### config.mk
export PLATFORM = sky130hd
export DESIGN_NAME = result_drain_flat
export DESIGN_NICKNAME = d
export VERILOG_FILES = /design/src/hdl/rsa_pkg.sv /design/src/hdl/rsa_ifs.sv /design/src/hdl/result_drain.sv /design/src/flat_wrapper.sv
export SDC_FILE = /design/constraint.sdc
export NUM_CORES = 1
export LEC_CHECK = 0
export ABC_AREA = 1
export BUFFER_PORTS_ARGS = -buffer_cell sky130_fd_sc_hd__buf_2
export CORE_AREA = 2 2 168 170
export CTS_CLUSTER_SIZE = 40
export DETAILED_ROUTE_END_ITERATION = 12
export DIE_AREA = 0 0 170 172
export GPL_TIMING_DRIVEN = 1
export PLACE_DENSITY = 0.74
export SLEW_MARGIN = 40
export SYNTH_ARGS = -nofsm -noshare
export SYNTH_HDL_FRONTEND = slang
export SYNTH_SLANG_ARGS = --single-unit
### constraint.sdc
create_clock -name clk -period 2.5 [get_ports clk]
set_clock_uncertainty 0.2 [all_clocks]
set_input_delay 0.25 -clock clk [delete_from_list [all_inputs] [get_ports clk]]
set_output_delay 0.25 -clock clk [all_outputs]
set_load 0.02 [all_outputs]
### src/hdl/rsa_pkg.sv
// ##################################################
// shared types for the systolic engine; words wrap
// at 16 bits, addresses sized for the cov bank
// ##################################################
package rsa_pkg;

  // data word, one lane
  localparam int WORD_W = 16;
  typedef logic [WORD_W-1:0] word_t;

  // bank address, temp bank uses only the low bits
  localparam int ADDR_W = 8;
  typedef logic [ADDR_W-1:0] addr_t;

  // step count K, zero is not a valid command
  typedef logic [7:0] len_t;

  typedef enum logic {
    BANK_TEMP = 1'b0,
    BANK_COV  = 1'b1
  } bank_sel_t;

  // B_CONST reads one temp vector on the first step and reuses it
  typedef enum logic [1:0] {
    B_TEMP  = 2'd0,
    B_COV   = 2'd1,
    B_CONST = 2'd2
  } b_src_t;

  // one command, 36 bits
  typedef struct packed {
    bank_sel_t a_src;
    b_src_t    b_src;
    bank_sel_t c_dst;
    addr_t     a_base;
    addr_t     b_base;
    addr_t     c_base;
    len_t      len;
  } cmd_t;

endpackage

### src/hdl/rsa_ifs.sv
// ##################################################
// engine side bank port; read data one cycle after
// en with we low, writes land at the clock edge
// ##################################################
`timescale 1ns/100ps

interface bank_if
  import rsa_pkg::*;
#(
  parameter int DIM = 4
) ();

  // access strobe and direction
  logic            en;
  logic            we;

  // bank and entry
  bank_sel_t       sel;
  addr_t           addr;

  // one word per lane
  word_t [DIM-1:0] wdata;
  word_t [DIM-1:0] rdata;

  // fetch and drain side
  modport requester (
    output en,
    output we,
    output sel,
    output addr,
    output wdata,
    input  rdata
  );

  // lane_bank side
  modport memory (
    input  en,
    input  we,
    input  sel,
    input  addr,
    input  wdata,
    output rdata
  );

endinterface

### src/hdl/result_drain.sv
// ##################################################
// DIM >= 2; one C row per cycle into c_dst
// ##################################################
`timescale 1ns/100ps

module result_drain
  import rsa_pkg::*;
#(
  parameter int DIM = 4
) (
  input  logic                     clk,
  input  logic                     i_arst_n,
  input  cmd_t                     i_cmd,
  input  word_t [DIM-1:0][DIM-1:0] i_acc,
  input  logic                     i_last_done,
  bank_if.requester                wr_c,
  output logic                     o_drained
);

  localparam int RW = $clog2(DIM);

  word_t [DIM-1:0][DIM-1:0] acc_q;
  logic  [RW-1:0]           row_q;
  logic                     act_q;
  logic                     row_end;

  assign row_end = (row_q == RW'(DIM - 1));

  // snapshot, array is free for the next command
  always_ff @(posedge clk) begin
    if (i_last_done) begin
      acc_q <= i_acc;
    end
  end

  always_ff @(posedge clk or negedge i_arst_n) begin
    if (!i_arst_n) begin
      act_q     <= 1'b0;
      row_q     <= '0;
      o_drained <= 1'b0;
    end else begin
      o_drained <= act_q && row_end;
      if (i_last_done) begin
        act_q <= 1'b1;
        row_q <= '0;
      end else if (act_q) begin
        row_q <= row_q + 1'b1;
        if (row_end) begin
          act_q <= 1'b0;
        end
      end
    end
  end

  // row i to c_base+i, lane j is column j
  assign wr_c.en    = act_q;
  assign wr_c.we    = act_q;
  assign wr_c.sel   = i_cmd.c_dst;
  assign wr_c.addr  = i_cmd.c_base + addr_t'(row_q);
  assign wr_c.wdata = acc_q[row_q];

endmodule

### src/flat_wrapper.sv
// flat-port wrapper written by rule: the top's interface ports become plain ports
module result_drain_flat import rsa_pkg::*;
#(
  parameter int DIM = 4
)
  (clk, i_arst_n, i_cmd, i_acc, i_last_done, o_drained, wr_c_en, wr_c_we, wr_c_sel, wr_c_addr, wr_c_wdata, wr_c_rdata);
  bank_if #(.DIM(DIM)) wr_c_i ();
  input  logic clk;
  input  logic i_arst_n;
  input  cmd_t i_cmd;
  input  word_t [DIM-1:0][DIM-1:0] i_acc;
  input  logic i_last_done;
  output logic o_drained;
  output wire logic [$bits(wr_c_i.en)-1:0] wr_c_en;
  output wire logic [$bits(wr_c_i.we)-1:0] wr_c_we;
  output wire logic [$bits(wr_c_i.sel)-1:0] wr_c_sel;
  output wire logic [$bits(wr_c_i.addr)-1:0] wr_c_addr;
  output wire logic [$bits(wr_c_i.wdata)-1:0] wr_c_wdata;
  input wire logic [$bits(wr_c_i.rdata)-1:0] wr_c_rdata;
  assign wr_c_en = wr_c_i.en;
  assign wr_c_we = wr_c_i.we;
  assign wr_c_sel = wr_c_i.sel;
  assign wr_c_addr = wr_c_i.addr;
  assign wr_c_wdata = wr_c_i.wdata;
  assign wr_c_i.rdata = wr_c_rdata;
  result_drain #(.DIM(DIM)) u_core (.clk(clk), .i_arst_n(i_arst_n), .i_cmd(i_cmd), .i_acc(i_acc), .i_last_done(i_last_done), .wr_c(wr_c_i), .o_drained(o_drained));
endmodule
Word-level counts from Yosys, hierarchy flattened
Cells that the tools add are included.
{"block": "totals", "ff_bits": 260, "output_inout_bits": 76, "wordCells": 32}
{"block": "op_classes", "addsub": 2, "magnitude_cmp": 1, "n_eq_ne": 1, "mux": 7, "reduce_logical": 2}
{"op": "64-bit binary-select mux with 2-bit select", "count": 1}
{"op": "64-bit two-way mux", "count": 1}
{"op": "8-bit by 2-bit adder with 8-bit output", "count": 1}
{"op": "2-bit two-way mux", "count": 2}
{"op": "2-bit by 3-bit < comparator with 1-bit output, second input constant", "count": 1}
{"op": "1-bit two-way mux", "count": 3}
{"op": "2-bit by 1-bit adder with 2-bit output, second input constant", "count": 1}
{"op": "2-bit equality test, second input constant", "count": 1}
{"op": "2-bit nonzero test", "count": 1}
{"op": "1-bit logical AND", "count": 1}

Depth between registers and ports, before layout
{"block": "depth", "word_depth": 4, "mapped_depth": 9, "ltp_nobuf": 8}

Worst setup path after synthesis
Ideal clock, no wire load.
{"block": "synth_timing", "path_kind": "reg-to-output", "startpoint": "reg u_core.row_q[1]", "endpoint": "out wr_c_addr[4]", "t_arrival_ns": 1.685, "required_ns": 2.050, "setup_slack_ns": 0.365, "stages_incl_launch_ff": 8, "path_buffers": 2, "path_cell_list": "dfrtp_1 > inv_2 > buf_2 > buf_2 > fa_1 > inv_1 > nand3_1 > xnor2_1"}
{"block": "synth_between", "elab_chain_len": 1}
{"item": "from (decl)", "line": "result_drain.sv:23", "source": "logic [RW-1:0] row_q;"}
{"item": "from (signal assigned)", "line": "result_drain.sv:47", "source": "row_q <= row_q + 1'b1;"}
{"item": "8-bit by 2-bit adder with 8-bit output", "line": "result_drain.sv:59", "source": "assign wr_c.addr = i_cmd.c_base + addr_t'(row_q);"}
{"item": "to (decl)", "line": "flat_wrapper.sv:17", "source": "output wire logic [$bits(wr_c_i.addr)-1:0] wr_c_addr;"}
Every way passes these cells.

Worst setup path in the final report
{"block": "layout_timing", "startpoint": "reg u_core.row_q[0]", "endpoint": "out wr_c_wdata[42]"}
{"block": "layout_between", "elab_chain_len": 2}
{"item": "64-bit binary-select mux with 2-bit select", "line": "result_drain.sv:60", "source": "assign wr_c.wdata = acc_q[row_q];"}
{"item": "64-bit two-way mux (implied by the code)", "line": "result_drain.sv:60"}
{"item": "to (decl)", "line": "flat_wrapper.sv:18", "source": "output wire logic [$bits(wr_c_i.wdata)-1:0] wr_c_wdata;"}
Every way passes these cells. The select of a mux whose other input is x is not followed.

==> flow_summary.ini <==
[placement]
dp_hpwl_um = 17430
gp_congestion = 0.7986
dpl_worst_slack_ns = 0.3073
port_buffers = 341

[sta]
fin_crit_sh = 1.026
setup_ws_ns = -0.06596
finalHoldViolCount = 0
fmax_mhz = 389.7
drv_slew = 0
rsz0062_at_grt = yes
finalSetupViolCount = 3
relSlewSlack = 0.6823
finalCriticalPeriod_ns = 2.566
tightest_slew_ns = 0.4765

[clock_tree]
insertion_delay_ns = 0.52
cts_tree = built
numClockSinks = 260
cts_inserted_buffers = 28
clk_path_buf_depth = 3
htree_levels = 1
clockRootBuffer = clkbuf_16
path_clk_slew_ns = 0.06

[power]
power_frac_comb = 0.243
p_clk_frac = 0.338
peakVddDrop_uv = 862.3
seq_power_share = 0.419
power_density_nw_per_um2 = 782.3
switching_share = 0.2857
p_leak_nw = 6.581
netSwitchingPower_mw = 3.616
internal_power_mw = 9.040
p_total_mw = 12.66

[synthesis]
synth_top_area_frac = 0.7698
netlist_instances = 738
seq_area_frac_synth = 0.7799
yosys_warnings = 0
syn-num-nets = 1101
synth_top_area_cell = edfxtp_1
synth_seq_cells = 260
avgSynthCellArea_um2 = 13.53
synth_cell_types = 17
syn-cell-area_um2 = 9986
ys_top_cells_by_area = edfxtp_1, nor2_1, o21ai_1

[global_route]
gr-total-overflow = 0
grt_usage = 0.2142
grt_max_degree = 63
grt_pass1_wl_um = 48200
antenna_found_initial = 3
grt_pass1_vias = 9148

[critical_path]
cp_max_fo = 55
cp.required_ns = 2.05
cp_num_cells = 7
crit_type = register to output pin
arrival_ns = 2.12
crit_chain = buf_12, buf_12, nor2_1, nor2_1, o21ai_1, o21ai_1, buf_2
cp.buffers_inverters = 3
rr_worst_depth = 5
max_stage_delay_ns = 0.50
cp-end-kind = output pin
cp_top_family = buffers and inverters
slowest_stage = dfrtp_4
startpoint_type = register

[flow_run]
cap_violations = 0

[detailed_routing]
vias = 8615
wire_per_inst_um = 19.79
wl_met2_um = 18050
vias_per_cell = 4.968
routedLengthMet1_um = 12430
drt-initial-drc-count = 710
wl_met3_um = 2465
highest_layer = met4
drc = 0
dr.pass1.iters = 5
ant_nets = 0
routed_wl_um = 34320

[min_path]
hold_path_class = primary input to register
worstHoldPathCells = 2

[floorplan]
die_w_um = 170
initial_core_util = 0.3634
ios = 435
dieArea_um2 = 29240
row_count = 61
fp.dieH_um = 172
coreArea_um2 = 27480

[finish]
syn2layout_area_growth_pct = 62.01
final_nets = 1723
drive_gt1_frac = 0.3148
n_fill_cell = 2028
seqCellArea_um2 = 7791
multiInputGateArea_um2 = 1927

[outcome]
status = complete, but fails checks
violations = negative setup slack
## Yosys cell counts
cell	number
inv_1	12
clkbuf_1	6
o21ai_0	84
buf_2	24
dfrtp_1	4
ha_1	3
nand3_1	7
nor2_1	194
fa_1	1
edfxtp_1	256
xnor2_1	2
inv_2	2
nand2_1	17
buf_6	6
o21ai_1	112
clkbuf_2	3
buf_4	5
## metal layers
metal | vias to the layer above | global-route usage
met5 | - | 0
met4 | 0 | 0.09439
met2 | 492 | 0.3975
li1 | 3914 | -
met3 | 106 | 0.04120
met1 | 4103 | 0.2398
## state kept, by name, indices dropped and copies added, names as in the netlist
signal            count
u_core.acc_q        256
u_core.o_drained      1
u_core.row_q          2
u_core.wr_c.en        1
## cell usage in the layout, fill, tap and decap left out, types with 3 or more instances in the layout
master,netlist,routed
buf_12,0,5
buf_16,0,8
buf_2,24,310
buf_4,5,45
bufinv_16,0,4
clkbuf_1,6,5
clkbuf_16,0,34
clkinv_1,0,4
clkinv_2,0,4
dfrtp_1,4,3
diode_2,0,6
dlygate4sd3_1,0,259
edfxtp_1,256,256
inv_1,12,10
inv_6,0,3
nand2_1,17,17
nand3_1,7,6
nor2_1,194,192
o21ai_0,84,78
o21ai_1,112,113
o21ai_2,0,5
## power groups by stage
stage	Clock, mW	Combinational (mW)	Sequential (mW)
5_1_grt	4.53	3.30	5.32
2_1_floorplan	0	1.31	5.34
3_3_place_gp	0	2.22	5.35
3_5_place_dp	0	2.25	5.37
4_1_cts	4.33	2.73	5.28
6_report	4.28	3.08	5.30
## final timing paths
kind                                 start  slack, ns           endpoint
hold reg to reg             u_core.wr_c.en       0.37   u_core.o_drained
min in group asynchronous         i_arst_n       0.42   u_core.o_drained
hold / removal                  i_acc[125]       0.23  u_core.acc_q[125]
setup reg to reg           u_core.row_q[0]       0.77    u_core.row_q[1]
max in group asynchronous         i_arst_n       1.48    u_core.row_q[0]
setup / recovery           u_core.row_q[0]      -0.07     wr_c_wdata[42]
## logic make-up (layout without fill, tap and decap cells)
logic type               count (synthesis)  after routing  synth area share
flip-flops                             260            260            0.7799
AND/OR/NAND/NOR                        218            218           0.08282
AO/OA/AOI/OAI                          196            196           0.09823
buffers and inverters                   58            702           0.03157
adder cells (fa/ha/maj)                  4              4          0.005764
XOR/XNOR                                 2              2          0.001754
other                                    0              6                 0
## stage by stage
stage	instances	TNS, ns	utilization	cell area (um^2)	hold WS (ns)
after detailed placement	1400	0	0.4413	12120	-0.1417
final	1734	-0.1313	0.5888	16180	0.2272
after floorplan	738	0	-	9986	-0.2456
after global routing	1731	-2.023	0.5885	16170	0.2038
after CTS	1716	-0.3201	0.5770	15860	0.1913
after global placement	1400	0	0.4413	12120	-0.1419
## timing repair
action                                  CTS  global route
hold endpoints to repair                303             0
gates resized for setup                  20            48
pin swaps                                 2             2
endpoints found under the setup margin   65            61
setup buffers                             2             6
hold buffers                            259             0
cloned                                    3             6
## area by class of cell
cell class / instances / area share
multi-input cells: 420 / 0.1191
repair inverters: 1 / 0.0005414
inverters: 14 / 0.004176
well taps: 346 / 0.02676
flip-flops and latches: 260 / 0.4816
repair buffers: 635 / 0.3082
diodes: 6 / 0.0009281
clock inverters: 18 / 0.01268
clock buffers: 34 / 0.04602
No activity file was read; power rests on OpenSTA's default activity.
