[src/hdl/rsa_pkg.sv]
// ##################################################
// shared types for the systolic engine; words wrap
// at 16 bits, addresses sized for the cov bank
// ##################################################
package rsa_pkg;

  // data word, one lane
  localparam int WORD_W = 16;
  typedef logic [WORD_W-1:0] word_t;

  // bank address, temp bank uses only the low bits
  localparam int ADDR_W = 8;
  typedef logic [ADDR_W-1:0] addr_t;

  // step count K, zero is not a valid command
  typedef logic [7:0] len_t;

  typedef enum logic {
    BANK_TEMP = 1'b0,
    BANK_COV  = 1'b1
  } bank_sel_t;

  // B_CONST reads one temp vector on the first step and reuses it
  typedef enum logic [1:0] {
    B_TEMP  = 2'd0,
    B_COV   = 2'd1,
    B_CONST = 2'd2
  } b_src_t;

  // one command, 36 bits
  typedef struct packed {
    bank_sel_t a_src;
    b_src_t    b_src;
    bank_sel_t c_dst;
    addr_t     a_base;
    addr_t     b_base;
    addr_t     c_base;
    len_t      len;
  } cmd_t;

endpackage

[src/hdl/rsa_sequencer.sv]
// ##################################################
// one command at a time; starts while busy or with
// len zero are dropped
// ##################################################
`timescale 1ns/100ps

module rsa_sequencer
  import rsa_pkg::*;
(
  input  logic      clk,
  input  logic      i_arst_n,
  input  logic      i_start,
  input  bank_sel_t i_a_src,
  input  b_src_t    i_b_src,
  input  bank_sel_t i_c_dst,
  input  addr_t     i_a_base,
  input  addr_t     i_b_base,
  input  addr_t     i_c_base,
  input  len_t      i_len,
  input  logic      i_drained,
  output cmd_t      o_cmd,
  output logic      o_step,
  output len_t      o_k,
  output logic      o_first,
  output logic      o_last,
  output logic      o_busy,
  output logic      o_done
);

  cmd_t cmd_q;
  len_t k_q;
  logic busy_q;
  logic run_q;
  logic done_q;
  logic accept;

  assign accept = i_start && !busy_q && (i_len != '0);

  // command fields, held until the next accepted start
  always_ff @(posedge clk) begin
    if (accept) begin
      cmd_q <= '{
        a_src:  i_a_src,
        b_src:  i_b_src,
        c_dst:  i_c_dst,
        a_base: i_a_base,
        b_base: i_b_base,
        c_base: i_c_base,
        len:    i_len
      };
    end
  end

  always_ff @(posedge clk or negedge i_arst_n) begin
    if (!i_arst_n) begin
      busy_q <= 1'b0;
      run_q  <= 1'b0;
      done_q <= 1'b0;
      k_q    <= '0;
    end else begin
      done_q <= 1'b0;
      if (accept) begin
        busy_q <= 1'b1;
        run_q  <= 1'b1;
        k_q    <= '0;
      end else begin
        // one step per cycle, back to back
        if (run_q) begin
          k_q <= k_q + 8'd1;
          if (o_last) begin
            run_q <= 1'b0;
          end
        end
        // array drained, busy drops with the done pulse
        if (busy_q && !run_q && i_drained) begin
          busy_q <= 1'b0;
          done_q <= 1'b1;
        end
      end
    end
  end

  assign o_cmd   = cmd_q;
  assign o_step  = run_q;
  assign o_k     = k_q;
  assign o_first = run_q && (k_q == '0);
  assign o_last  = run_q && (k_q == cmd_q.len - 8'd1);
  assign o_busy  = busy_q;
  assign o_done  = done_q;

endmodule

[config.mk]
export PLATFORM = sky130hd
export DESIGN_NAME = rsa_sequencer
export DESIGN_NICKNAME = d
export VERILOG_FILES = /design/src/hdl/rsa_pkg.sv /design/src/hdl/rsa_sequencer.sv
export SDC_FILE = /design/constraint.sdc
export NUM_CORES = 1
export LEC_CHECK = 0
export ABC_AREA = 1
export BUFFER_PORTS_ARGS = -buffer_cell sky130_fd_sc_hd__buf_4
export CAP_MARGIN = 20
export CORE_MARGIN = 2
export CORE_UTILIZATION = 40
export DETAILED_ROUTE_END_ITERATION = 10
export PLACE_DENSITY = 0.78
export SLEW_MARGIN = 5
export SYNTH_ARGS = -nofsm -noshare
export SYNTH_HDL_FRONTEND = slang
export SYNTH_SLANG_ARGS = --single-unit
export TNS_END_PERCENT = 30
[constraint.sdc]
create_clock -name clk -period 3.83 [get_ports clk]
set_clock_uncertainty 0.15 [all_clocks]
set_input_delay 0.1915 -clock clk [delete_from_list [all_inputs] [get_ports clk]]
set_output_delay 0.1915 -clock clk [all_outputs]
set_load 0.01 [all_outputs]
**Word-level counts from Yosys, hierarchy flattened**

Cells that the tools add are included.
Widths: inputs -> output; s select.

- Logic and storage cells: 35
- Output and inout bits: 49
- Input bits: 40
- Bits in registers: 47

- Multiplexer cells: 9
- $add $sub $neg: 2
- Equal/unequal tests: 1
- Reduce and logical (&&, ||, !) cells: 12

Operators with widths:

| cell | count |
|---|---|
| $mux 8 | 2 |
| $add 8x1->8 const B | 1 |
| $eq 8x8->1 | 1 |
| $logic_not 8->1 | 1 |
| $reduce_bool 8->1 | 1 |
| $sub 8x1->8 const B | 1 |
| $mux 1 | 7 |
| $logic_and 1x1->1 | 6 |
| $reduce_bool 2->1 | 2 |
| $logic_not 1->1 | 2 |

**Longest topological paths before layout**

- Word-level depth: 6
- Gate-level depth with buffers: 12
- Mapped depth without buffers: 12

**Worst setup path before layout**

Ideal clock, no wire load.

- Path type: reg-to-reg
- From: register busy_q, in the netlist o_busy
- To: register cmd_q, in the netlist o_cmd[0] (enable)
- Period minus slack after synthesis: 1.984 ns
- Slack: 1.846 ns
- Path buffers: 0
- Stages on the path, launching flop included: 4
- Data arrival time: 1.440 ns
- Setup time: 0.394 ns
- Data required time: 3.286 ns
- Cells stage by stage: dfrtp_1 inv_1 nand3_1 inv_1

- Word-level cells in the longest chain between the ends: 3

Ends and longest elaborated chain:

| element | line | RTL |
|---|---|---|
| from (decl) | rsa_sequencer.sv:32 | `logic busy_q;` |
| from (signal assigned) | rsa_sequencer.sv:56 | `busy_q <= 1'b0;` |
| from (signal assigned) | rsa_sequencer.sv:63 | `busy_q <= 1'b1;` |
| from (signal assigned) | rsa_sequencer.sv:76 | `busy_q <= 1'b0;` |
| $logic_not 1->1 | rsa_sequencer.sv:37 | `assign accept = i_start && !busy_q && (i_len != '0);` |
| $logic_and 1x1->1 (2 in a row) | rsa_sequencer.sv:37 |  |
| named net accept | rsa_sequencer.sv:35 | `logic accept;` |
| to (signal assigned) | rsa_sequencer.sv:42 | `cmd_q <= '{` |
| to (decl) | rsa_sequencer.sv:30 | `cmd_t cmd_q;` |

The timed path passes the listed nets, and every way through them passes these cells.
A chain may end at the register's enable or synchronous reset.

**Final worst setup path**

- From: input i_len[1]
- To: register cmd_q, in the netlist o_cmd[3] (enable)

- Word-level cells in the longest chain between the ends: 2

Ends and longest elaborated chain:

| element | line | RTL |
|---|---|---|
| from (decl) | rsa_sequencer.sv:19 | `input len_t i_len,` |
| $reduce_bool 8->1 | rsa_sequencer.sv:37 |  |
| $logic_and 1x1->1 | rsa_sequencer.sv:37 |  |
| named net accept | rsa_sequencer.sv:35 |  |

The timed path passes the listed nets, and every way through them passes these cells.

==> impl_results.rst <==
.. list-table::
   :header-rows: 1

   * - Metric
     - Value
   * - Outcome
     - complete, no violations
   * - Maximum fanout count along the critical path
     - 26
   * - Vias in the first global route
     - approximately 1.8k
   * - Dominant cells by area after synthesis
     - sky130_fd_sc_hd__edfxtp_1, sky130_fd_sc_hd__dfrtp_1, sky130_fd_sc_hd__nand2_1
   * - Count of fill cells added during filler insertion
     - around 340
   * - Final-stage net count
     - 350
   * - Post-synthesis register bit count
     - 47
   * - Core ar.
     - 4790 µm²
   * - Share of the yosys chip area belonging to registers
     - 0.678
   * - TritonCTS clock tree
     - done
   * - Hold Crit Class
     - input port to async pin
   * - Switching power of the nets
     - 0.000194 W
   * - Max rail drop VDD
     - 0.257 mV
   * - Minimum hold slack
     - between 0.1 and 0.15 ns
   * - Clock-pin slew on the worst setup and hold paths
     - roughly 0.090 ns
   * - Proportion of synthesized flip-flops having asynchronous set or reset
     - 0.234
   * - Area of the mapped netlist
     - 2000 µm²
   * - Synthesized area per cell
     - 11.5 µm²
   * - Number of vias after detailed routing
     - ~1.7k
   * - Vias per inst
     - 4.50
   * - Switching power as a share of total power
     - 0.207
   * - Clock network fraction of design power
     - 0.345
   * - Routed wirelength normalized by instance count
     - approximately 15 µm
   * - Final worst slack
     - 1.42 ns
   * - Max-slew violation count
     - 0
   * - Largest incremental delay on the critical path
     - around 0.74 ns
   * - Count of flip-flops with a built-in enable after synthesis
     - 36
   * - CP startpoint kind
     - input port
   * - Leak
     - 1.47 nW
   * - Cell-by-cell listing of the critical path
     - dlygate4sd3_1 -> buf_4 -> nor2_1 -> nand4_1 -> nand3_1 -> inv_1 -> buf_4
   * - DRC violation count after routing
     - 0
   * - Portion of netlist area occupied by mux cells
     - 0
   * - Required time worst endpoint
     - 3.68 ns
   * - TritonRoute pass-1 iters
     - 4
   * - Number of maximum-capacitance violations
     - 0
   * - Combinational family with the most area after synthesis
     - simple AND/OR/NAND/NOR gates
   * - Maximum clock rate
     - 414 MHz
   * - CTS buffer count
     - 5
   * - Pin count of the biggest net entering global routing
     - 27
   * - First-pass GRT wire length
     - just under 9 mm
   * - Global Route met1 Usage
     - 0.278
   * - Area share of the largest cell type after synthesis
     - 0.541
   * - Worst slew margin relative to its limit
     - 0.372
   * - Post-synthesis simple-gate area fraction
     - 0.208
   * - Total internal power
     - 0.000747 W
   * - DIE HEIGHT
     - between 70 and 80 µm
   * - Minimum period implied by the final worst setup slack
     - about 2.4 ns
   * - Die width
     - 74.7 µm
   * - Met3 global-route usage
     - 0.0790
   * - CTS resizes
     - 0
   * - Met2 track demand over resource in global routing
     - 0.343
   * - Max stage delay cell, worst path
     - sky130_fd_sc_hd__inv_1
   * - Initial antenna violation count
     - 0
   * - Starting density of the core
     - 0.418
   * - Post-synth top flop
     - sky130_fd_sc_hd__edfxtp_1
   * - Synth cell types
     - 25
   * - Post-route antenna net violation count
     - 0
   * - P per Cell Area
     - 292 nW/µm²
   * - Area Growth Syn to Fin
     - 61.2%
   * - Synth warn
     - 0
   * - Crit path DAT
     - 2.26 ns
   * - Post-Synthesis Net Count
     - 217
   * - Synthesized-area fraction occupied by ao, oa, aoi and oai cells
     - 0.0244
   * - Final setup violation count
     - 0
   * - Busiest layer in global routing
     - met2
   * - Post-synthesis instance total
     - around 170
   * - Comb power frac
     - 0.072
   * - Routed wire length
     - 5.60 mm
   * - Xor-xnor portion of the synthesized cell area
     - 0.0219
   * - Number of sinks on the clock net
     - 47
   * - Dpl ws
     - 1.63 ns
   * - Antenna fix cells
     - 0
   * - Unrepaired setup endpoints after global routing
     - false
   * - I/O pins
     - 89
   * - Final hold violation count
     - 0
   * - Type of destination of the critical path
     - flop
   * - WS Path Type
     - input port to flop
   * - Seq pwr share
     - 0.583
   * - Initial drt markers
     - 106
   * - Most used cell, CP
     - sky130_fd_sc_hd__buf_4
   * - Final critical-path share of the clock period
     - 0.630
   * - Area enclosed by the die boundary
     - 5580 µm²
   * - # H-tree levels
     - 2
   * - Number of input and output port buffers inserted
     - between 80 and 90
   * - Slew at the pin closest to its max-slew limit
     - approximately 0.94 ns
   * - Clock insertion delay at the later pin of the skew report
     - 0.30 ns
   * - Residual overflow from global routing
     - 0
   * - DP Wirelength
     - 3.55 mm
   * - Total routing usage reported by global routing
     - 0.219
   * - Fraction of final layout cells sized beyond drive strength 1
     - 0.393
   * - Clock root buffer master
     - sky130_fd_sc_hd__clkbuf_8
   * - Placer Congestion
     - between 0.8 and 0.9
   * - Adder and majority gate portion of the synthesized area
     - 0.0188
   * - Sum of negative setup slack
     - 0 ns
   * - Largest area contributor in the synthesized netlist
     - sky130_fd_sc_hd__edfxtp_1
   * - Site row count
     - 25
   * - Buffer depth of the longest clock path
     - 2
[metrics by stage]
stage / util / cells / instance area (µm²) / power [W]
6_report: 0.673 / 375 / 3220 / 0.000941
5_1_grt: 0.673 / 375 / 3220 / 0.000971
4_1_cts: 0.673 / 375 / 3220 / 0.000938
3_5_place_dp: 0.573 / 329 / 2740 / 0.000595
3_3_place_gp: 0.573 / 329 / 2740 / 0.000595
2_1_floorplan: - / 174 / 2000 / 0.000561
[cells in the mapped netlist, types with 2 or more instances]
master / n
sky130_fd_sc_hd__o21ai_0: 3
sky130_fd_sc_hd__nor2_1: 20
sky130_fd_sc_hd__nand2_1: 38
sky130_fd_sc_hd__nor2_4: 2
sky130_fd_sc_hd__xor2_1: 4
sky130_fd_sc_hd__inv_1: 15
sky130_fd_sc_hd__edfxtp_1: 36
sky130_fd_sc_hd__a21oi_1: 4
sky130_fd_sc_hd__nand4_1: 2
sky130_fd_sc_hd__nor2_2: 3
sky130_fd_sc_hd__inv_2: 8
sky130_fd_sc_hd__nand3_1: 9
sky130_fd_sc_hd__nand2_2: 4
sky130_fd_sc_hd__nand3_2: 3
sky130_fd_sc_hd__dfrtp_1: 11
sky130_fd_sc_hd__ha_1: 3
[final timing paths]
path                                from        to  slack, ns  cells past startpoint
worst max register to register    o_busy  o_cmd[3]       1.58                      4
worst max-delay path            i_len[1]  o_cmd[3]       1.42                      7
max in group asynchronous       i_arst_n    o_done       3.27                      2
worst min-delay path            i_arst_n    o_k[6]       0.10                      2
min in group clk                 i_start    o_step       0.16                      3
worst min register to register    o_busy    o_done       0.41                      2
[cell families after synthesis]
| group | count (synthesis) |
|---|---|
| AND/OR/NAND/NOR | 85 |
| buffers and inverters | 25 |
| AO/OA/AOI/OAI | 9 |
| XOR/XNOR | 5 |
| flip-flops | 47 |
| adder cells (fa/ha/maj) | 3 |
[metal layers]
metal | vias up | wire length [µm]
met5 | - | 0
met4 | 0 | 146
met3 | 12 | 521
met2 | 84 | 2650
met1 | 754 | 2290
li1 | 836 | -
[worst max-delay path: cells and delay by family]
family,cells,cell delay [ns]
simple gates,3,0.30
buf+inv,4,1.76
[layout by cell type, fill, tap and decap left out, types with 2 or more instances in the layout]
master / count
sky130_fd_sc_hd__o21ai_0: 3
sky130_fd_sc_hd__buf_4: 89
sky130_fd_sc_hd__inv_2: 8
sky130_fd_sc_hd__nor2_2: 3
sky130_fd_sc_hd__dlygate4sd3_1: 38
sky130_fd_sc_hd__ha_1: 3
sky130_fd_sc_hd__nand2_2: 4
sky130_fd_sc_hd__nand2_1: 38
sky130_fd_sc_hd__xor2_1: 4
sky130_fd_sc_hd__nand3_1: 9
sky130_fd_sc_hd__inv_1: 15
sky130_fd_sc_hd__nor2_1: 20
sky130_fd_sc_hd__nor2_4: 2
sky130_fd_sc_hd__nand3_2: 3
sky130_fd_sc_hd__clkbuf_8: 6
sky130_fd_sc_hd__a21oi_1: 4
sky130_fd_sc_hd__edfxtp_1: 36
sky130_fd_sc_hd__dfrtp_1: 11
sky130_fd_sc_hd__nand4_1: 2
[state kept, by name, indices dropped and copies added, names as in the netlist]
signal  count
o_cmd      36
o_k         8
o_busy      1
o_done      1
o_step      1
[power by group through the flow]
stage | clock network [W] | registers [W] | logic, W
2_1_floorplan | 0 | 0.000560 | 0.00000123
3_3_place_gp | 0 | 0.000560 | 0.0000346
3_5_place_dp | 0 | 0.000560 | 0.0000354
4_1_cts | 0.000324 | 0.000549 | 0.0000660
5_1_grt | 0.000349 | 0.000549 | 0.0000731
6_report | 0.000325 | 0.000549 | 0.0000682
[what timing repair did]
action | CTS | global route
hold buffers | 38 | 0
buffers inserted | 0 | 0
endpoints found under the setup margin | 0 | 0
endpoints found under the hold margin | 48 | 0
[layout make-up]
class | count | area (µm²) | share of cell area
Timing Repair Buffer | 127 | 1050 | 0.325
Clock buffer | 6 | 82.6 | 0.0256
Multi-Input combinational cell | 102 | 546 | 0.169
Inverter | 24 | 90.1 | 0.0280
Sequential cell | 47 | 1360 | 0.421
Clock inverter | 2 | 16.3 | 0.00505
Tap cell | 67 | 83.8 | 0.0260
(Power assumes the default switching activity.)
