File: src/hdl/rsa_pkg.sv
// ##################################################
// shared types for the systolic engine; words wrap
// at 16 bits, addresses sized for the cov bank
// ##################################################
package rsa_pkg;

  // data word, one lane
  localparam int WORD_W = 16;
  typedef logic [WORD_W-1:0] word_t;

  // bank address, temp bank uses only the low bits
  localparam int ADDR_W = 8;
  typedef logic [ADDR_W-1:0] addr_t;

  // step count K, zero is not a valid command
  typedef logic [7:0] len_t;

  typedef enum logic {
    BANK_TEMP = 1'b0,
    BANK_COV  = 1'b1
  } bank_sel_t;

  // B_CONST reads one temp vector on the first step and reuses it
  typedef enum logic [1:0] {
    B_TEMP  = 2'd0,
    B_COV   = 2'd1,
    B_CONST = 2'd2
  } b_src_t;

  // one command, 36 bits
  typedef struct packed {
    bank_sel_t a_src;
    b_src_t    b_src;
    bank_sel_t c_dst;
    addr_t     a_base;
    addr_t     b_base;
    addr_t     c_base;
    len_t      len;
  } cmd_t;

endpackage

File: src/hdl/rsa_ifs.sv
// ##################################################
// engine side bank port; read data one cycle after
// en with we low, writes land at the clock edge
// ##################################################
`timescale 1ns/100ps

interface bank_if
  import rsa_pkg::*;
#(
  parameter int DIM = 4
) ();

  // access strobe and direction
  logic            en;
  logic            we;

  // bank and entry
  bank_sel_t       sel;
  addr_t           addr;

  // one word per lane
  word_t [DIM-1:0] wdata;
  word_t [DIM-1:0] rdata;

  // fetch and drain side
  modport requester (
    output en,
    output we,
    output sel,
    output addr,
    output wdata,
    input  rdata
  );

  // lane_bank side
  modport memory (
    input  en,
    input  we,
    input  sel,
    input  addr,
    input  wdata,
    output rdata
  );

endinterface

File: src/hdl/operand_fetch.sv
// ##################################################
// DIM >= 2; lane i of A and flags, lane j of B leave
// i or j cycles after the bank data
// ##################################################
`timescale 1ns/100ps

module operand_fetch
  import rsa_pkg::*;
#(
  parameter int DIM = 4
) (
  input  logic            clk,
  input  logic            i_arst_n,
  input  cmd_t            i_cmd,
  input  logic            i_step,
  input  len_t            i_k,
  input  logic            i_first,
  input  logic            i_last,
  bank_if.requester       rd_a,
  bank_if.requester       rd_b,
  output word_t [DIM-1:0] o_a_vec,
  output word_t [DIM-1:0] o_b_vec,
  output logic  [DIM-1:0] o_valid,
  output logic  [DIM-1:0] o_first,
  output logic  [DIM-1:0] o_last
);

  typedef word_t [DIM-1:0] vec_t;

  logic           v_q;
  logic           f_q;
  logic           l_q;
  logic           is_const;
  vec_t           cbuf_q;
  vec_t           b_in;
  vec_t           a_dl [1:DIM-1];
  vec_t           b_dl [1:DIM-1];
  logic [DIM-1:1] v_dl;
  logic [DIM-1:1] f_dl;
  logic [DIM-1:1] l_dl;

  assign is_const = (i_cmd.b_src == B_CONST);

  // A at a_base+k
  assign rd_a.en    = i_step;
  assign rd_a.we    = 1'b0;
  assign rd_a.sel   = i_cmd.a_src;
  assign rd_a.addr  = i_cmd.a_base + i_k;
  assign rd_a.wdata = '0;

  // B at b_base+k, const mode reads b_base once
  assign rd_b.en    = i_step && (!is_const || i_first);
  assign rd_b.we    = 1'b0;
  assign rd_b.sel   = (i_cmd.b_src == B_COV) ? BANK_COV : BANK_TEMP;
  assign rd_b.addr  = is_const ? i_cmd.b_base : i_cmd.b_base + i_k;
  assign rd_b.wdata = '0;

  // flags follow the bank read latency, then the skew line
  always_ff @(posedge clk or negedge i_arst_n) begin
    if (!i_arst_n) begin
      v_q  <= 1'b0;
      f_q  <= 1'b0;
      l_q  <= 1'b0;
      v_dl <= '0;
      f_dl <= '0;
      l_dl <= '0;
    end else begin
      v_q     <= i_step;
      f_q     <= i_first;
      l_q     <= i_last;
      v_dl[1] <= v_q;
      f_dl[1] <= f_q;
      l_dl[1] <= l_q;
      for (int s = 2; s < DIM; s++) begin
        v_dl[s] <= v_dl[s-1];
        f_dl[s] <= f_dl[s-1];
        l_dl[s] <= l_dl[s-1];
      end
    end
  end

  // constant B vector, caught on the first step
  always_ff @(posedge clk) begin
    if (v_q && f_q && is_const) begin
      cbuf_q <= rd_b.rdata;
    end
  end

  assign b_in = (is_const && !f_q) ? cbuf_q : rd_b.rdata;

  // skew lines, only the diagonal reaches the array
  always_ff @(posedge clk) begin
    a_dl[1] <= rd_a.rdata;
    b_dl[1] <= b_in;
    for (int s = 2; s < DIM; s++) begin
      a_dl[s] <= a_dl[s-1];
      b_dl[s] <= b_dl[s-1];
    end
  end

  always_comb begin
    o_a_vec[0] = rd_a.rdata[0];
    o_b_vec[0] = b_in[0];
    o_valid[0] = v_q;
    o_first[0] = f_q;
    o_last[0]  = l_q;
    for (int i = 1; i < DIM; i++) begin
      o_a_vec[i] = a_dl[i][i];
      o_b_vec[i] = b_dl[i][i];
      o_valid[i] = v_dl[i];
      o_first[i] = f_dl[i];
      o_last[i]  = l_dl[i];
    end
  end

endmodule

File: src/flat_wrapper.sv
// flat-port wrapper written by rule: the top's interface ports become plain ports
module operand_fetch_flat import rsa_pkg::*;
#(
  parameter int DIM = 4
)
  (clk, i_arst_n, i_cmd, i_step, i_k, i_first, i_last, o_a_vec, o_b_vec, o_valid, o_first, o_last, rd_a_en, rd_a_we, rd_a_sel, rd_a_addr, rd_a_wdata, rd_a_rdata, rd_b_en, rd_b_we, rd_b_sel, rd_b_addr, rd_b_wdata, rd_b_rdata);
  bank_if #(.DIM(DIM)) rd_a_i ();
  bank_if #(.DIM(DIM)) rd_b_i ();
  input  logic clk;
  input  logic i_arst_n;
  input  cmd_t i_cmd;
  input  logic i_step;
  input  len_t i_k;
  input  logic i_first;
  input  logic i_last;
  output word_t [DIM-1:0] o_a_vec;
  output word_t [DIM-1:0] o_b_vec;
  output logic  [DIM-1:0] o_valid;
  output logic  [DIM-1:0] o_first;
  output logic  [DIM-1:0] o_last;
  output wire logic [$bits(rd_a_i.en)-1:0] rd_a_en;
  output wire logic [$bits(rd_a_i.we)-1:0] rd_a_we;
  output wire logic [$bits(rd_a_i.sel)-1:0] rd_a_sel;
  output wire logic [$bits(rd_a_i.addr)-1:0] rd_a_addr;
  output wire logic [$bits(rd_a_i.wdata)-1:0] rd_a_wdata;
  input wire logic [$bits(rd_a_i.rdata)-1:0] rd_a_rdata;
  output wire logic [$bits(rd_b_i.en)-1:0] rd_b_en;
  output wire logic [$bits(rd_b_i.we)-1:0] rd_b_we;
  output wire logic [$bits(rd_b_i.sel)-1:0] rd_b_sel;
  output wire logic [$bits(rd_b_i.addr)-1:0] rd_b_addr;
  output wire logic [$bits(rd_b_i.wdata)-1:0] rd_b_wdata;
  input wire logic [$bits(rd_b_i.rdata)-1:0] rd_b_rdata;
  assign rd_a_en = rd_a_i.en;
  assign rd_a_we = rd_a_i.we;
  assign rd_a_sel = rd_a_i.sel;
  assign rd_a_addr = rd_a_i.addr;
  assign rd_a_wdata = rd_a_i.wdata;
  assign rd_a_i.rdata = rd_a_rdata;
  assign rd_b_en = rd_b_i.en;
  assign rd_b_we = rd_b_i.we;
  assign rd_b_sel = rd_b_i.sel;
  assign rd_b_addr = rd_b_i.addr;
  assign rd_b_wdata = rd_b_i.wdata;
  assign rd_b_i.rdata = rd_b_rdata;
  operand_fetch #(.DIM(DIM)) u_core (.clk(clk), .i_arst_n(i_arst_n), .i_cmd(i_cmd), .i_step(i_step), .i_k(i_k), .i_first(i_first), .i_last(i_last), .rd_a(rd_a_i), .rd_b(rd_b_i), .o_a_vec(o_a_vec), .o_b_vec(o_b_vec), .o_valid(o_valid), .o_first(o_first), .o_last(o_last));
endmodule
File: config.mk
export PLATFORM = sky130hd
export DESIGN_NAME = operand_fetch_flat
export DESIGN_NICKNAME = d
export VERILOG_FILES = /design/src/hdl/rsa_pkg.sv /design/src/hdl/rsa_ifs.sv /design/src/hdl/operand_fetch.sv /design/src/flat_wrapper.sv
export SDC_FILE = /design/constraint.sdc
export NUM_CORES = 1
export LEC_CHECK = 0
export BUFFER_PORTS_ARGS = -buffer_cell sky130_fd_sc_hd__buf_2
export CORE_AREA = 2 2 182 184
export DETAILED_ROUTE_END_ITERATION = 7
export DIE_AREA = 0 0 184 186
export PLACE_DENSITY_LB_ADDON = 0.25
export SETUP_SLACK_MARGIN = 0.02
export SLEW_MARGIN = 20
export SYNTH_ARGS = -nofsm -noshare
export SYNTH_HDL_FRONTEND = slang
export SYNTH_SLANG_ARGS = --single-unit
File: constraint.sdc
create_clock -name clk -period 5.4 [get_ports clk]
set_input_delay 0.81 -clock clk [delete_from_list [all_inputs] [get_ports clk]]
set_output_delay 0.81 -clock clk [all_outputs]
set_load 0.02 [all_outputs]
# Word level (Yosys, flattened, before mapping)
# Memory sizes are Yosys's and may differ from the RTL's.
# Cells that the tools add are included.
# word_totals
regBits	76
mem_count	2
out_inout_bits	290
wordCells	26
ramBits	384
input_bits	177
# op_classes
n_reduce_logical	7
n_addsub	2
eq_ne	2
mux	3
# memory_table
memory	depth	width	rd	rd_ports_with_merged_regs	write_ports	line	text
u_core.a_dl	3	64	3	0	3	operand_fetch.sv:36	vec_t a_dl [1:DIM-1];
u_core.b_dl	3	64	3	0	3	operand_fetch.sv:37	vec_t b_dl [1:DIM-1];
# op_table
op	count
$mux W64	1
$add A8 B8 Y8	2
$mux W8	1
$logic_and A1 B1 Y1	4
$eq A2 B1 Y1 const B	1
$eq A2 B2 Y1 const B	1
$logic_not A1 Y1	2
$logic_or A1 B1 Y1	1
$mux W1	1

# Longest topological paths before layout
# Gate-level depths: netlist of the first run.
# depth
word_depth	4
depth_mapped	8
mapped_depth_nobuf	8

# Worst setup path after synthesis of the first run
# OpenSTA, ideal clock, no wires.
# synth_timing
kind	input to output
start	input port i_cmd[16] in the netlist's numbering
end	output port rd_b_addr[6]
t_arrival_ns	2.605
path_buffers	0
required_ns	4.590
setup_slack_ns	1.985
cell_stages	7
path_cell_list	ha_1 -> inv_1 -> fa_1 -> nor2b_1 -> o31a_2 -> o21ai_1 -> o311ai_0
# synth_via
elab_chain_len	2
# synth_rtl
element	line	text
start: declaration	flat_wrapper.sv:11	input cmd_t i_cmd;
$add A8 B8 Y8	operand_fetch.sv:55	assign rd_b.addr = is_const ? i_cmd.b_base : i_cmd.b_base + i_k;
$mux W8	operand_fetch.sv:55	
end: declaration	flat_wrapper.sv:30	output wire logic [$bits(rd_b_i.addr)-1:0] rd_b_addr;
# No other way between the ends.

==> summary.txt, run 1 <==
TNS Setup = 0 ps
total CTS buffers = 29
Mapped Area = 9550 µm²
GRT Util Overall = 9.58%
Core Rows = 66
Setup Skew = 6.44 ps
worst-case reg-to-reg path depth = 3
Die H = 186 µm
unrepaired setup endpoints after global routing = no
Yosys warnings = 0
H-tree depth = 1
Max Cap Violations = 0
1st-iter DRT viols = 93
drt drc = 0
Max VDD drop = 0.000209 V
RD Place Congestion = 0.746
Cell Pwr Density = 415 nW/µm²
DIE WIDTH = 184 µm
wire per inst = 13.4 µm
syn_area_per_cell = 13.6 µm²
number of port buffers = 285
Final Core Density = 33.9%
Reg2Reg Setup Slack = 3330 ps
Final setup violation count = 0
worst reg2reg path endpoint = u_core.b_dl[0][91]$_DFF_P_
Fill cells = 3235
Setup crit end kind = output port
Detailed Routing Iterations Pass 1 = 4
Detail Placement HPWL = 12600 µm
crit path DAT = 2560 ps
Fmax = 0.296 GHz
status = complete, no violations
clk sinks = 268
Hold Path Class = primary input to async pin
I/O pin total = 467
TritonCTS clock tree = yes
vias in the first global route = 4528
Final Cycle Share = 62.5%
max_slew headroom = 30.5%
vias per cell = 3.64
share of cells above drive strength 1 = 44.1%
Placement Setup Slack = 1940 ps
post-layout minimum cycle time = 3370 ps
Area Growth Syn to Fin = 14.3%
Finished Layout Cells = 1309
largest net degree at the start of global routing = 65
CP startpoint kind = primary input
Post-synth ARST share = 4.48%
worst-path maximum fanout = 23
commonest non-fill, non-tap cell in the layout = buf_2
Post-CTS Hold Buffers = 0
Pleak = 0.00493 µW
cells after synthesis = 701
Post-DRT Antenna Nets = 0
deepest clock path buffer count = 3
root buffer cell = clkbuf_16
Clk pin slew, worst setup/hold paths = 60 ps
routed via count = 4768
# Post-CTS Setup Buffers = 0
sequential area share after synthesis = 63.5%
Remaining Overflow, GRT = 0
number of synthesized register bits = 268
clock latency on the worst-skew pair = 550 ps
Inst Count DP = 1255
initial core utilization = 29.6%
first-pass GRT wire length = 25200 µm
final setup margin = 2030 ps
antenna violations before repair = 1
Core Area = 32200 µm²
WS Path Type = primary input to output port
die area = 34200 µm²
most frequent cells in the layout = buf_2 (285), dfxtp_1 (192), conb_1 (130)
Max Slew Vio Count = 0
Yosys cell types = 44
final hold vios = 0
post-CTS resize count = 0
Routed WL = 17500 µm
top_reg_cell synth = dfxtp_1
worst-margin pin slew = 1040 ps
Post-synth EDFFs = 64
Worst Path Required = 4590 ps
RR Startpoint = u_core.f_q$_DFF_PN0_
Final nets = 1071
## cells in the mapped netlist (2+ instances only)
cell        n  area share [%]
a211oi_1    2            0.16
dfrtp_1    12             3.1
xnor2_1     3            0.28
nand4b_1    2            0.18
nor3_1      2            0.10
o21ai_0     4            0.21
mux2_2     58             6.8
buf_4     269              21
xor2_1      5            0.46
dfxtp_1   192              40
a21oi_1     6            0.31
inv_1       8            0.31
o21a_1      2            0.16
ha_1       14             1.8
o21ai_1     2            0.10
nor2_1      6            0.24
nand2b_1    2            0.13
o31ai_1     3            0.24
a21o_1      3            0.24
mux2_1      6            0.71
nor2b_1     4            0.26
nand2_1     9            0.35
fa_1        2            0.42
o21bai_1    2            0.16
edfxtp_1   64              20
## kinds of logic (layout without fill, tap and decap cells)
logic type,count (synthesis),in the layout,share of synthesized area [%]
buffers and inverters,279,349,21.6
DFF,268,268,63.5
muxes,65,65,7.65
and+or+nand+nor,35,35,2.16
AOI/OAI and AO/OA,29,29,2.07
adders and majority gates,16,16,2.25
xor gates and xnor gates,8,8,0.734
other,1,131,0.0393
## report_power, final
group / internal [µW] / switching, µW
clock network: 1120 / 787
logic: 150 / 300
registers: 2160 / 20.6
total: 3430 / 1110
## area by class of cell
class	instances	area, µm²	area share [%]
Antenna cell	1	2.50	0.0229
Clock buffer	43	872	7.99
Clock inverter	10	72.6	0.665
Inverter	8	30.0	0.275
Multi-Input combinational cell	283	1910	17.5
Sequential cell	268	6070	55.6
Tap cell	408	510	4.68
Timing Repair Buffer	288	1450	13.3
## worst max-delay path by stage
stage / startpoint / slack [ps] / to
6_report: i_cmd[33] / 2030 / o_b_vec[15]
5_1_grt: i_cmd[33] / 1830 / o_b_vec[0]
3_5_place_dp: i_cmd[33] / 1940 / o_b_vec[0]
2_1_floorplan: i_cmd[16] / 1990 / rd_b_addr[6]
4_1_cts: i_cmd[33] / 1940 / o_b_vec[0]
3_3_place_gp: i_cmd[33] / 1960 / o_b_vec[0]
## routing by layer
layer	up-vias	track usage [%]	wire (µm)
li1	2286	-	-
met4	0	3.87	547
met3	32	4.36	2170
met5	-	0	0
met2	274	16.7	8480
met1	2176	10.0	6310
## worst max-delay path, stage by stage
cell and delay (ps):
buf_2 100, nand2b_1 320, nor2_4 730, mux2_2 410, buf_2 160
## state kept, by name, indices dropped and copies added (netlist names)
signal,flops
u_core.a_dl,96
u_core.b_dl,96
u_core.cbuf_q,64
u_core.f_dl,3
u_core.f_q,1
u_core.l_dl,3
u_core.l_q,1
u_core.v_dl,3
u_core.v_q,1
## stage by stage
step	hold WS (ps)	instance area (µm²)	power, µW
after global routing	105	10900	4750
after detailed placement	312	9970	2670
after global placement	310	9970	2670
final	121	10900	4540
after floorplan	310	10000	2670
after CTS	90.8	10900	4630
Power figures use the tool's default switching activity.
==> run 2, diff against run 1 <==
- clock period: 5.4 -> 3.5 ns (I/O delays scaled with it)
==> run 2 against run 1 <==
  * Clock skew increased by 2.6 ps
  * Via count increased by 0.21%
  * Register-to-register slack got worse by 1500 ps
  * Highest routed layer unchanged
  * Sequential cell count unchanged
  * Non-clock buffer count increased by 1
  * Worst hold slack got worse by 47 ps
  * Cell count about the same
  * Die area unchanged
  * Sequential share of layout area decreased by 0.38 points
==> summary.txt, run 2 (synthesis gave the netlist of run 1 again) <==
status = complete, no violations
share of cells above drive strength 1 = 43.8%
die area = 34200 µm²
HP Start = rd_a_rdata[60]
GRT Util Overall = 9.42%
WP depth = 9
Routed WL = 17300 µm
first-pass GRT wire length = 25000 µm
initial core utilization = 29.6%
H-tree depth = 1
cell repeated most along the worst path = buf_2
Fmax = 0.356 GHz
1st-iter DRT viols = 149
Die H = 186 µm
clk sinks = 268
root buffer cell = clkbuf_16
most frequent cells in the layout = buf_2 (285), dfxtp_1 (192), conb_1 (130)
Max Slew Vio Count = 0
clock latency on the worst-skew pair = 550 ps
antenna violations before repair = 0
routed via count = 4778
drt drc = 0
Clk pin slew, worst setup/hold paths = 60 ps
vias in the first global route = 4540
worst-margin pin slew = 601 ps
ANT cells = 0
Placement Cell Area = 9990 µm²
Final nets = 1072
Worst Path Required = 2970 ps
largest registers = u_core.a_dl x96, u_core.b_dl x96, u_core.cbuf_q x64
Final setup violation count = 0
fin area = 11000 µm²
DIE WIDTH = 184 µm
Hold Path Class = primary input to flip-flop
Finished Layout Cells = 1310
Max VDD drop = 0.000387 V
Min-Delay Path Depth = 1
Max Cap Violations = 0
Fill cells = 3212
RR Startpoint = u_core.f_q$_DFF_PN0_
met1 WL = 6470 µm
vias per cell = 3.65
max_slew headroom = 59.9%
Core Area = 32200 µm²
Crit. Startpoint = i_cmd[16]
worst-case reg-to-reg path depth = 2
# Post-CTS Setup Buffers = 0
crit path DAT = 2280 ps
deepest clock path buffer count = 3
unrepaired setup endpoints after global routing = no
Area Growth Syn to Fin = 15.1%
worst-path maximum fanout = 3
final hold vios = 0
routed wl met3 = 2210 µm
Final Core Density = 34.1%
crit-path cells = buf_2, ha_1, inv_1, fa_1, nor2b_1, o31a_2, o21ai_1, o311ai_0, buf_2
max layer used = met4
RD Place Congestion = 0.737
TritonCTS clock tree = yes
Final Cycle Share = 80.2%
Setup Skew = 9.01 ps
commonest non-fill, non-tap cell in the layout = buf_2
Detailed Routing Iterations Pass 1 = 6
total CTS buffers = 29
Detail Placement HPWL = 12600 µm
number of port buffers = 285
largest net degree at the start of global routing = 65
Cell Pwr Density = 652 nW/µm²
Max stage delay on crit path = 410 ps
Pleak = 0.00496 µW
Remaining Overflow, GRT = 0
WL met2 = 8180 µm
I/O pin total = 467
CP startpoint kind = primary input
WS Path Type = primary input to output port
post-layout minimum cycle time = 2810 ps
CP delay by family, top = adder cells
Inst Count DP = 1255
worst hold slack = 73.8 ps
CP max-delay cell = fa_1
Post-DRT Antenna Nets = 0
Core Rows = 66
wire per inst = 13.2 µm
TNS Setup = 0 ps
post-CTS resize count = 0
Setup crit end kind = output port
number of buffers and inverters on the critical path = 3
## run 2: cell types whose count changed in the layout (fill, tap and decap cells not counted), sizes merged
cell / delta
bufinv: +4
clkbuf: -1
clkinv: -1
clkinvlp: -2
dlygate4sd3: +1
diode: -1
inv: +1
## run 2: repair_timing
item,in CTS,in global routing
endpoints found under the hold margin,12,0
endpoints found under the setup margin,0,0
hold buffers,1,0
## run 2: worst register-to-register path: stages (launching register included)
cell	delay (ps)
dfrtp_1	430
and3_4	620
buf_4	330
## run 2: final timing paths
check	slack (ps)	endpoint
worst max-delay path	690	rd_b_addr[6]
worst min-delay path	70	u_core.a_dl[0][124]$_DFF_P_
worst max register to register	1810	u_core.cbuf_q[60]$_DFFE_PP_
worst min register to register	320	u_core.b_dl[0][244]$_DFF_P_
max in group asynchronous	2910	u_core.l_dl[3]$_DFF_PN0_
min in group asynchronous	380	u_core.l_q$_DFF_PN0_
## run 2: metal layers
metal / GRT usage, % / vias to the layer above
li1: - / 2298
met1: 10.2 / 2176
met2: 16.2 / 271
met3: 4.27 / 33
met4: 3.71 / 0
met5: 0 / -
## run 2: where the power goes
| group | internal (µW) | total, µW | switching, µW |
|---|---|---|---|
| logic | 233 | 697 | 464 |
| clock network | 1900 | 3110 | 1210 |
| registers | 3330 | 3360 | 32.3 |
| total | 5460 | 7160 | 1700 |
## run 2: area by class of cell
type / count / area (µm²) / area share [%]
Clock buffer: 42 / 806 / 7.33
Timing Repair Buffer: 289 / 1480 / 13.5
Clock inverter: 12 / 181 / 1.65
Tap cell: 408 / 510 / 4.64
Sequential cell: 268 / 6070 / 55.2
Multi-Input combinational cell: 283 / 1910 / 17.4
Inverter: 8 / 30.0 / 0.273
## run 2: stage by stage
step,setup slack (ps),total power (µW)
global placement,747,4120
floorplan,471,4120
detailed placement,672,4130
CTS,662,7300
global route,540,7520
finish,692,7160
==> run 3, diff against run 2 <==
- clock period: 3.5 -> 2.69 ns (I/O delays scaled with it)
==> run 3 against run 2 <==
  * Total power is 28% higher
  * Die area stayed put
  * Clock power up 24%
  * Wire length increased by 4.5%
  * Register-to-register slack got worse by 920 ps
  * Via count grew 4.7%
  * Sequential power is 30% higher
  * Clock-buffer cell count is 4 lower
  * Non-clock buffer count increased by 59
  * Utilization up 1.7 points
  * Cell count rose by 4.6%
==> summary.txt, run 3 (synthesis gave the netlist of run 1 again) <==
Detailed Routing Iterations Pass 1 = 4
Cell Pwr Density = 798 nW/µm²
unrepaired setup endpoints after global routing = no
RR Startpoint = u_core.f_q$_DFF_PN0_
final setup margin = 147 ps
Pleak = 0.00520 µW
Post-DRT Antenna Nets = 0
Seq. cell area = 6070 µm²
largest net degree at the start of global routing = 46
crit path DAT = 2140 ps
Final nets = 1131
largest registers = u_core.a_dl x96, u_core.b_dl x96, u_core.cbuf_q x64
Remaining Overflow, GRT = 0
worst-case reg-to-reg path depth = 4
first-pass GRT wire length = 26200 µm
Die H = 186 µm
initial core utilization = 29.6%
status = complete, no violations
deepest clock path buffer count = 3
share of cells above drive strength 1 = 42.1%
most frequent cells in the layout = buf_2 (285), dfxtp_1 (192), conb_1 (130)
Setup crit end kind = output port
antenna violations before repair = 2
clock latency on the worst-skew pair = 540 ps
vias in the first global route = 4801
Routed WL = 18100 µm
Max Slew Vio Count = 0
Core Area = 32200 µm²
Crit. Startpoint = i_cmd[17]
routed via count = 5003
worst-path maximum fanout = 3
commonest non-fill, non-tap cell in the layout = buf_2
Fmax = 0.393 GHz
1st-iter DRT viols = 144
H-tree depth = 1
Max VDD drop = 0.000449 V
WS Path Type = primary input to output port
TritonCTS clock tree = yes
CP startpoint kind = primary input
Core Rows = 66
Fill cells = 3137
I/O pin total = 467
RD Place Congestion = 0.760
number of port buffers = 285
TNS Setup = 0 ps
final hold vios = 0
Area Growth Syn to Fin = 20.8%
clk sinks = 268
Final Cycle Share = 94.5%
Hold Path Class = primary input to flip-flop
area of the multi-input gates = 1920 µm²
wire per inst = 13.2 µm
post-layout minimum cycle time = 2540 ps
Setup Skew = 9.52 ps
Inst Count DP = 1260
Clk pin slew, worst setup/hold paths = 60 ps
Detail Placement HPWL = 12900 µm
drt drc = 0
Final setup violation count = 0
vias per cell = 3.65
root buffer cell = clkbuf_16
Reg2Reg Setup Slack = 890 ps
die area = 34200 µm²
# Post-CTS Setup Buffers = 0
Min-Delay Path Depth = 1
Placement Setup Slack = 129 ps
total CTS buffers = 29
crit path to = rd_b_addr[7]
Finished Layout Cells = 1370
Worst Path Required = 2290 ps
DIE WIDTH = 184 µm
GRT Util Overall = 9.84%
Max Cap Violations = 0
worst reg2reg path endpoint = u_core.b_dl[0][81]$_DFF_P_
run 3: what timing repair did:
item	CTS	global route
resized for setup	0	1
endpoints found under the hold margin	66	0
setup endpoints to repair	0	1
hold buffers	55	0
run 3: routing by layer:
| metal | GRT usage (%) | vias to the layer above | wire length (µm) |
|---|---|---|---|
| met5 | 0 | - | 11 |
| met4 | 3.65 | 2 | 525 |
| met3 | 3.60 | 33 | 1780 |
| met2 | 17.5 | 266 | 8850 |
| met1 | 10.7 | 2285 | 6930 |
| li1 | - | 2417 | - |
run 3: power by group:
| part | switching [µW] | internal (µW) |
|---|---|---|
| sequential | 43.5 | 4330 |
| combinational | 617 | 361 |
| clock | 1600 | 2250 |
| total | 2260 | 6940 |
run 3: how the worst min path moves through the flow:
stage,end,start
2_1_floorplan,u_core.f_dl[1]$_DFF_PN0_,i_arst_n
3_3_place_gp,u_core.l_dl[2]$_DFF_PN0_,i_arst_n
3_5_place_dp,u_core.l_dl[2]$_DFF_PN0_,i_arst_n
4_1_cts,u_core.cbuf_q[43]$_DFFE_PP_,rd_b_rdata[43]
5_1_grt,u_core.cbuf_q[54]$_DFFE_PP_,rd_b_rdata[54]
6_report,u_core.cbuf_q[63]$_DFFE_PP_,rd_b_rdata[63]
run 3: through the flow:
step           power [µW]  hold slack (ps)  utilization, %  cell area, µm²
6_report             9200             43.8            35.8           11500
5_1_grt              9640             7.46            35.8           11500
4_1_cts              9390           0.0103            35.8           11500
3_5_place_dp         5380              292            31.1           10000
3_3_place_gp         5370              297            31.1           10000
2_1_floorplan        5360              108               -           10000
run 3: layout make-up:
class / count / share of cell area [%]
well taps: 408 / 4.43
multi-input cells: 283 / 16.6
inverters: 8 / 0.260
clock buffers: 38 / 7.11
repair buffers: 348 / 17.9
clock inverters: 16 / 1.11
flip-flops and latches: 268 / 52.6
diodes: 1 / 0.0217
run 3: worst max-delay path, stage by stage:
cell and delay (ps):
buf_2 120, ha_1 320, a211oi_2 310, nor4b_2 100, o31ai_1 210, nor3b_2 340
xor2_1 160, buf_2 170
